File: src/verilog/enc_8b10b_settings.svh
// widths follow the 8b/10b line code and are not meant to be changed

`ifndef ENC_8B10B_SETTINGS_SVH
`define ENC_8B10B_SETTINGS_SVH

// ------------------------------
// data path widths
// ------------------------------

`define ENC_DATA_W 8   // input byte HGFEDCBA
`define ENC_CODE_W 10  // code group abcdei fghj

// ------------------------------
// control characters
// ------------------------------

// low field that selects the comma sub-block when k_char is set
`define ENC_K28_X 5'd28

`endif

File: src/verilog/enc_8b10b_pkg.sv
// running disparity is one bit everywhere in the encoder with 0 for RD- and 1 for RD+

`include "enc_8b10b_settings.svh"

package enc_8b10b_pkg;

    // ------------------------------
    // input byte
    // ------------------------------

    typedef struct packed {
        logic [2:0] y_val;  // HGF
        logic [4:0] x_val;  // EDCBA
    } enc_fields_t;

    // same byte seen raw or split into the two coder fields
    typedef union packed {
        logic [`ENC_DATA_W-1:0] raw;  // as on data_in
        enc_fields_t            f;
    } enc_byte_t;

    // ------------------------------
    // code sub-blocks
    // ------------------------------

    // first transmitted bit sits in the msb
    typedef logic [5:0] code6_t;  // abcdei
    typedef logic [3:0] code4_t;  // fghj

endpackage

File: src/verilog/enc_5b6b.sv
// k_char only changes the result for x = 28 and other control codes are assumed valid

`timescale 1ns/1ps

`include "enc_8b10b_settings.svh"

module enc_5b6b (
    input  logic [4:0]            x_val,
    input  logic                  k_char,
    input  logic                  rd_cur,
    output enc_8b10b_pkg::code6_t code6,
    output logic                  rd_mid
);

    import enc_8b10b_pkg::*;

    code6_t code_neg;    // table entry in RD- form
    logic   is_k28;
    logic   unbalanced;  // two more ones than zeros
    logic   follow_rd;   // entry flips with rd_cur

    assign is_k28 = k_char && (x_val == `ENC_K28_X);

    // ------------------------------
    // 5b/6b table
    // ------------------------------

    always_comb begin
        if (is_k28) begin
            code_neg = 6'b001111;  // comma start
        end else begin
            case (x_val)
                5'd0:  code_neg = 6'b100111;
                5'd1:  code_neg = 6'b011101;
                5'd2:  code_neg = 6'b101101;
                5'd3:  code_neg = 6'b110001;
                5'd4:  code_neg = 6'b110101;
                5'd5:  code_neg = 6'b101001;
                5'd6:  code_neg = 6'b011001;
                5'd7:  code_neg = 6'b111000;  // balanced but still alternates
                5'd8:  code_neg = 6'b111001;
                5'd9:  code_neg = 6'b100101;
                5'd10: code_neg = 6'b010101;
                5'd11: code_neg = 6'b110100;
                5'd12: code_neg = 6'b001101;
                5'd13: code_neg = 6'b101100;
                5'd14: code_neg = 6'b011100;
                5'd15: code_neg = 6'b010111;
                5'd16: code_neg = 6'b011011;
                5'd17: code_neg = 6'b100011;
                5'd18: code_neg = 6'b010011;
                5'd19: code_neg = 6'b110010;
                5'd20: code_neg = 6'b001011;
                5'd21: code_neg = 6'b101010;
                5'd22: code_neg = 6'b011010;
                5'd23: code_neg = 6'b111010;
                5'd24: code_neg = 6'b110011;
                5'd25: code_neg = 6'b100110;
                5'd26: code_neg = 6'b010110;
                5'd27: code_neg = 6'b110110;
                5'd28: code_neg = 6'b001110;  // data only
                5'd29: code_neg = 6'b101110;
                5'd30: code_neg = 6'b011110;
                default: code_neg = 6'b101011;  // D.31
            endcase
        end
    end

    // ------------------------------
    // disparity selection
    // ------------------------------

    // every RD- entry is balanced or carries a surplus of ones
    assign unbalanced = ($countones(code_neg) != 3);

    // D.7 avoids a run of six by swapping its balanced form
    assign follow_rd = unbalanced || (x_val == 5'd7);

    assign code6 = (rd_cur && follow_rd) ? ~code_neg : code_neg;

    // unbalanced block always moves RD to the other side
    assign rd_mid = rd_cur ^ unbalanced;

endmodule

File: src/verilog/enc_3b4b.sv
// assumes rd_mid and code6 come from the 5b/6b stage of the same character

`timescale 1ns/1ps

module enc_3b4b (
    input  logic [2:0]            y_val,
    input  logic                  k_char,
    input  logic                  rd_mid,
    input  enc_8b10b_pkg::code6_t code6,
    output enc_8b10b_pkg::code4_t code4,
    output logic                  rd_next
);

    import enc_8b10b_pkg::*;

    code4_t code_neg;    // RD- form
    logic   use_a7;
    logic   unbalanced;
    logic   swap;

    // ------------------------------
    // alternate .7 selection
    // ------------------------------

    // A7 keeps the run at the e/i to f boundary below five
    assign use_a7 = k_char
                 || (!rd_mid && code6[1:0] == 2'b11)
                 || ( rd_mid && code6[1:0] == 2'b00);

    // ------------------------------
    // 3b/4b table
    // ------------------------------

    always_comb begin
        case (y_val)
            3'd0: code_neg = 4'b1011;
            3'd1: code_neg = 4'b1001;
            3'd2: code_neg = 4'b0101;
            3'd3: code_neg = 4'b1100;  // balanced and alternating
            3'd4: code_neg = 4'b1101;
            3'd5: code_neg = 4'b1010;
            3'd6: code_neg = 4'b0110;
            default: begin
                if (use_a7) begin
                    code_neg = 4'b0111;
                end else begin
                    code_neg = 4'b1110;  // P7
                end
            end
        endcase
    end

    assign unbalanced = ($countones(code_neg) != 2);

    // control chars flip the balanced entries at RD- so the comma stays unique
    always_comb begin
        if (unbalanced || y_val == 3'd3) begin
            swap = rd_mid;
        end else if (k_char) begin
            swap = !rd_mid;  // .1 .2 .5 .6
        end else begin
            swap = 1'b0;
        end
    end

    assign code4   = swap ? ~code_neg : code_neg;
    assign rd_next = rd_mid ^ unbalanced;

endmodule

File: src/verilog/enc_disparity_reg.sv
// stored RD resets to RD- and holds across idle cycles while the code group reads zero

`timescale 1ns/1ps

`include "enc_8b10b_settings.svh"

module enc_disparity_reg (
    input  logic                   clk,
    input  logic                   rst_n,
    input  logic                   enable,
    input  logic                   init_rd_n,
    input  logic                   init_rd_val,
    input  logic                   rd_next,
    input  enc_8b10b_pkg::code6_t  code6,
    input  enc_8b10b_pkg::code4_t  code4,
    output logic                   rd_cur,
    output logic                   rd,
    output logic [`ENC_CODE_W-1:0] data_out,
    output logic                   out_valid
);

    // external RD overrides the stored one while init_rd_n is low
    assign rd_cur = init_rd_n ? rd : init_rd_val;

    // ------------------------------
    // running disparity
    // ------------------------------

    always_ff @(posedge clk or negedge rst_n) begin
        if (!rst_n) begin
            rd <= 1'b0;  // RD-
        end else if (enable) begin
            rd <= rd_next;
        end
    end

    // ------------------------------
    // output code group
    // ------------------------------

    always_ff @(posedge clk or negedge rst_n) begin
        if (!rst_n) begin
            data_out  <= '0;
            out_valid <= 1'b0;
        end else if (enable) begin
            data_out  <= {code6, code4};  // abcdei then fghj
            out_valid <= 1'b1;
        end else begin
            data_out  <= '0;
            out_valid <= 1'b0;
        end
    end

endmodule

File: src/verilog/enc_8b10b.sv
// one byte per enabled cycle with one cycle latency and no back-pressure

`timescale 1ns/1ps

`include "enc_8b10b_settings.svh"

module enc_8b10b (
    input  logic                   clk,
    input  logic                   rst_n,
    input  logic                   enable,       // byte valid this cycle
    input  logic                   k_char,       // control character
    input  logic [`ENC_DATA_W-1:0] data_in,
    input  logic                   init_rd_n,    // low to take init_rd_val
    input  logic                   init_rd_val,
    output logic [`ENC_CODE_W-1:0] data_out,
    output logic                   out_valid,
    output logic                   rd
);

    import enc_8b10b_pkg::*;

    enc_byte_t in_byte;
    code6_t    code6;
    code4_t    code4;
    logic      rd_cur;
    logic      rd_mid;
    logic      rd_next;

    assign in_byte = enc_byte_t'(data_in);

    // ------------------------------
    // table stages
    // ------------------------------

    enc_5b6b enc_5b6b_i (
        .x_val  (in_byte.f.x_val),
        .k_char (k_char),
        .rd_cur (rd_cur),
        .code6  (code6),
        .rd_mid (rd_mid)
    );

    enc_3b4b enc_3b4b_i (
        .y_val   (in_byte.f.y_val),
        .k_char  (k_char),
        .rd_mid  (rd_mid),
        .code6   (code6),
        .code4   (code4),
        .rd_next (rd_next)
    );

    // RD state and output register
    enc_disparity_reg enc_disparity_reg_i (
        .clk         (clk),
        .rst_n       (rst_n),
        .enable      (enable),
        .init_rd_n   (init_rd_n),
        .init_rd_val (init_rd_val),
        .rd_next     (rd_next),
        .code6       (code6),
        .code4       (code4),
        .rd_cur      (rd_cur),
        .rd          (rd),
        .data_out    (data_out),
        .out_valid   (out_valid)
    );

endmodule

File: config.mk
export PLATFORM = sky130hd
export DESIGN_NAME = enc_8b10b
export DESIGN_NICKNAME = d
export VERILOG_FILES = /design/src/verilog/enc_8b10b_pkg.sv /design/src/verilog/enc_5b6b.sv /design/src/verilog/enc_3b4b.sv /design/src/verilog/enc_disparity_reg.sv /design/src/verilog/enc_8b10b.sv
export VERILOG_INCLUDE_DIRS = /design/src /design/src/verilog
export SDC_FILE = /design/constraint.sdc
export NUM_CORES = 1
export LEC_CHECK = 0
export BUFFER_PORTS_ARGS = -buffer_cell sky130_fd_sc_hd__buf_4
export CORE_MARGIN = 2
export CORE_UTILIZATION = 50
export DETAILED_ROUTE_END_ITERATION = 16
export GPL_ROUTABILITY_DRIVEN = 0
export MAX_ROUTING_LAYER = met4
export PLACE_DENSITY_LB_ADDON = 0.3
export SYNTH_ARGS = -nofsm -noshare
export SYNTH_HDL_FRONTEND = slang
export SYNTH_SLANG_ARGS = --single-unit
File: constraint.sdc
create_clock -name clk -period 3.25 [get_ports clk]
set_input_delay 0.4875 -clock clk [delete_from_list [all_inputs] [get_ports clk]]
set_output_delay 0.4875 -clock clk [all_outputs]
set_load 0.05 [all_outputs]
# Word-level counts from Yosys, hierarchy flattened
# Memory sizes are Yosys's and may differ from the RTL's.
# Cells that the tools add are included.
[totals] reg_bits=12 latch_bits=0 ram_bits=0 mem_bits_ro=192 inputBits=14 output_inout_bits=12 wordCells=48 memories=1
[op_classes] addsub=8 mul=0 div_mod_pow=0 magnitude_cmp=0 eq_ne=11 shift=0 muxes=10 bitwise_logic=4 n_reduce_logical=11
[memory_table] memory="(no name shown)" words=32 width=6 read_ports=1 rd_clocked_by_memory_dff=0 write_ports=0 line="enc_5b6b.sv:32" source="case (x_val)"
[op_table] operator="$add 32x32->32" n=3
[op_table] operator="$ne 32x3->1 const B" n=2
[op_table] operator="$pmux 4 s7" n=1
[op_table] operator="$mux 6" n=2
[op_table] operator="$add 1x1->2" n=5
[op_table] operator="$mux 10" n=1
[op_table] operator="$eq 3x3->1 const B" n=3
[op_table] operator="$mux 4" n=2
[op_table] operator="$eq 3x2->1 const B" n=2
[op_table] operator="$not 6->6" n=1
[op_table] operator="$eq 5x3->1 const B" n=1
[op_table] operator="$eq 5x5->1 const B" n=1
[op_table] operator="$logic_and 1x1->1" n=4
[op_table] operator="$logic_or 1x1->1" n=4
[op_table] operator="$mux 1" n=4
[op_table] operator="$not 4->4" n=1
[op_table] operator="$eq 3x1->1 const B" n=1
[op_table] operator="$logic_not 3->1" n=1
[op_table] operator="$eq 2x2->1 const B" n=1
[op_table] operator="$logic_not 2->1" n=1
[op_table] operator="$xor 1x1->1" n=2
[op_table] operator="$logic_not 1->1" n=1

# Logic depth before layout (Yosys ltp)
[logic_depth] ltp_word=23 mapped_depth=19 ltp_nobuf=19

# Cells and area by module
# A second synthesis with hierarchy kept.
[hier_totals] cells_unflattened=126 hier_area_um2=1273.7
[modules_own_cells] module="enc_5b6b" n_inst=1 cells_per_inst=77 area_per_inst_um2=649.4 seq_area_each_um2=0.0
[modules_own_cells] module="enc_disparity_reg" n_inst=1 cells_per_inst=25 area_per_inst_um2=400.4 seq_area_each_um2=300.3
[modules_own_cells] module="enc_3b4b" n_inst=1 cells_per_inst=24 area_per_inst_um2=224.0 seq_area_each_um2=0.0

# Worst setup path after synthesis
# OpenSTA, ideal clock, no wires.
[synth_timing] path_kind="input-to-reg" from="input data_in[1]" to="register enc_disparity_reg_i.rd" setup_time_ns=0.131 arrival_time_ns=4.177 t_required_ns=3.119 slack_ns=-1.058 stages=17 n_path_buf=0 cell_sequence="inv_1 > ha_1 > mux2_2 > mux4_2 > nor2_1 > ha_1 > fa_1 > ha_1 > and4bb_2 > o21ai_0 > o21a_1 > a211o_1 > ha_1 > xor2_1 > a21oi_1 > xnor2_1 > a21oi_1"
[synth_between] elab_chain_len=20 elab_cells_between_ends=30 classes_between="add/sub: 8; eq/ne: 5; mux: 4; bitwise: 3; reduce/logical: 9; memory: 1"
[synth_lines] element="start, declared" line="enc_8b10b.sv:12" source="input logic [`ENC_DATA_W-1:0] data_in,"
[synth_lines] element="parallel branches: the longest is 19 deep, another holds $add 32x32->32"
[synth_lines] element="$xor 1x1->1 *" line="enc_3b4b.sv:67" source="assign rd_next = rd_mid ^ unbalanced;"
[synth_lines] element="end signal, assigned" line="enc_disparity_reg.sv:33" source="rd <= rd_next;"
[synth_lines] element="end, declared" line="enc_disparity_reg.sv:17" source="output logic rd,"
# Every way passes the cells marked *.
# A chain may end at the register's enable or synchronous reset.

# Final worst setup path
# Same ends and word-level chain as after synthesis.

==> qor.yml <==
cts:
  tritoncts: "built"
  cts_max_level: 1
  clkSlewWorstSetupHoldPaths_ns: 0.07
  cts_buffers: 3
  cts.sinks: 12
  root_buffer: "clkbuf_4"
  clock_path_buffers: 2
  worstSkewPairLatency_ns: 0.27
floorplanning:
  fp.dieW_um: 55.1
  io_pins: 26
  core_mm2: 0.00248
  rows: 18
  dieArea_mm2: 0.00304
  initial_core_util_pct: 52.7
  die_y_um: 55.1
global_route:
  grt_antenna_before_repair: 0
  grt-ovfl-total: 0
  grt_pass1_vias: 1069
  grt_pass1_wl_um: 4320
  grt_start_max_net_pins: 14
  grt_util_all_layers_pct: 20.5
logic_synthesis:
  synth-edff-count: 0
  synth_top_area_share_pct: 23.0
  yosysWarnings: 0
  syn_area_mm2: 0.00131
  syn_avg_cell_area_um2: 9.40
  synth_flop_cell: "dfrtp_1"
  ys_types: 42
  synthTopCellsByArea: "dfrtp_1 (23%), ha_1 (17%), mux2i_1 (6.9%)"
  seq_area_frac_synth_pct: 23.0
  syn-num-nets: 173
  synthTopCellsByCount: "ha_1 (18), nand2_1 (13), dfrtp_1 (12)"
  synth.most_common_cell: "ha_1"
  synth_seq_cells: 12
  synthCells: 139
  async_reset_ff_share_pct: 100
  synth_top_cell_by_area: "dfrtp_1"
power:
  p_total_w: 0.000997
  p_sw_w: 0.000444
  p_int_w: 0.000554
  power_leakage_nw: 0.903
  power_density_mw_per_mm2: 524
  power_frac_clock_pct: 11.5
  worst_ir_drop_vdd_mv: 0.465
  power_frac_seq_pct: 21.2
  power.switching_fraction_pct: 44.5
  power_frac_comb_pct: 67.4
routing:
  viasPerCell: 5.27
  wl_um: 2850
  avgRoutedWirePerCell_um: 12.6
  firstDrtPassIters: 4
  vias: 1186
  dr.first_iter.drc_count: 5
  drc_errors: 0
  ant_nets: 0
worst_setup_path:
  end_kind: "register"
  required_ns: 3.41
  crit_path_start_kind: "primary input"
  reg2reg_from: "enc_disparity_reg_i.rd"
  regToRegSetupSlack_ns: 0.98
  worstPathMaxFanout: 4
  r2r_end: "enc_disparity_reg_i.rd"
  arrival_ns: 4.04
  crit_type: "in -> reg"
  rr_worst_depth: 9
finish:
  drive_gt1_share_pct: 45.6
  design_area_mm2: 0.00190
  num-nets-final: 230
  diodes: 0
  syn2layout_area_growth_pct: 45.8
sta:
  post-route-period-util_pct: 120
  slew_viol_final: 0
  fin_ws_ns: -0.636
  worst_pin_slew_ns: 0.826
  fmax_mhz: 257
  setup_viol_count_final: 5
  final.setup_skew_ns: 0.00171
  hold_viol_final: 0
  rsz0062_at_grt: "true"
  period_needed_ns: 3.89
  relSlewSlack_pct: 44.2
run:
  maxCapViolCount: 0
place:
  placed_area_mm2: 0.00178
  numPortBuffers: 25
  dpl.hpwl_um: 2240
status:
  violations: "setup timing"
  status: "finished, violations left"
min_path:
  min_path_type: "in -> async"
[power groups by stage]
| stage | logic [W] | registers (W) | clock network (W) |
|---|---|---|---|
| after floorplan | 0.000260 | 0.000383 | 0 |
| after global placement | 0.000621 | 0.000212 | 0 |
| after detailed placement | 0.000638 | 0.000216 | 0 |
| after CTS | 0.000645 | 0.000212 | 0.000119 |
| after global routing | 0.000723 | 0.000217 | 0.000124 |
| final | 0.000672 | 0.000211 | 0.000114 |
[through the flow]
stage | TNS (ns) | utilization, % | std cells | hold WS [ns] | setup WS (ns)
3_5_place_dp | -5.39 | 71.9 | 218 | 0.331 | -1.06
4_1_cts | -2.17 | 74.7 | 224 | 0.0295 | -0.720
5_1_grt | -2.75 | 76.9 | 225 | 0.0329 | -0.752
3_3_place_gp | -4.85 | 71.9 | 218 | 0.324 | -0.969
6_report | -2.25 | 76.9 | 225 | 0.0346 | -0.636
2_1_floorplan | -2.03 | - | 139 | 0.192 | -0.792
[state kept, by name (all words and copies together) (netlist names)]
register / flops
enc_disparity_reg_i.rd: 1
enc_disparity_reg_i.out_valid: 1
enc_disparity_reg_i.data_out: 10
[layout by cell type (no fill, tap or decap), drive strengths merged, types with 2 or more instances in the layout]
| master | count |
|---|---|
| a21oi | 8 |
| and2 | 7 |
| and4bb | 2 |
| buf | 59 |
| clkbuf | 4 |
| dfrtp | 12 |
| fa | 2 |
| ha | 18 |
| inv | 6 |
| mux2i | 9 |
| nand2 | 13 |
| nand2b | 2 |
| nand3 | 3 |
| nand3b | 2 |
| nor2 | 7 |
| nor2b | 2 |
| nor3 | 2 |
| o21ai | 7 |
| xnor2 | 4 |
| xor2 | 7 |
[final cells by class]
type	count	area [µm²]
repair buffers	59	463
flip-flops and latches	12	300
multi-input cells	114	1030
fillers	177	573
well taps	30	37.5
clock buffers	4	36.3
inverters	6	37.5
[routing by layer]
layer  vias to the layer above  global-route usage (%)  wire length (µm)
li1                        601                       -                 -
met1                       549                    22.9              1200
met2                        33                    37.5              1490
met3                         3                    1.08               121
met4                         0                    8.94                32
met5                         -                       -                 0
[cells by family after synthesis]
logic type	Yosys count	share of synthesized area, %
AOI/OAI and AO/OA	27	15.3
xor gates and xnor gates	11	7.38
adders and majority gates	20	20.3
buffers and inverters	13	5.08
DFF	12	23.0
muxes	11	9.48
and+or+nand+nor	45	19.4
[how the worst max path moves through the flow]
stage / from / to / slack, ns / cells past startpoint
6_report: data_in[1] / enc_disparity_reg_i.rd / -0.64 / 18
5_1_grt: data_in[0] / enc_disparity_reg_i.rd / -0.75 / 20
4_1_cts: data_in[1] / enc_disparity_reg_i.rd / -0.72 / 18
3_5_place_dp: data_in[1] / enc_disparity_reg_i.rd / -1.06 / 18
3_3_place_gp: data_in[1] / enc_disparity_reg_i.rd / -0.97 / 19
2_1_floorplan: data_in[1] / enc_disparity_reg_i.rd / -0.79 / 18
[worst max-delay path: stages]
cell      delay (ns)
buf_12          0.09
inv_12          0.03
ha_4            0.15
mux2_4          0.25
mux4_2          0.48
nor2_4          0.14
ha_4            0.21
fa_2            0.33
ha_1            0.27
and4bb_2        0.24
o21ai_2         0.07
o21a_1          0.22
a211o_1         0.32
ha_4            0.26
xor2_2          0.14
a21oi_2         0.13
xnor2_1         0.13
a21oi_1         0.07
[repair_timing]
action / CTS / global route
pin swaps: 12 / 13
resized for setup: 6 / 9
hold buffers: 0 / 0
gates cloned: 0 / 0
buffers inserted: 2 / 1
setup endpoints to repair: 5 / 11
Note: power is estimated with default switching activity, not from simulation.
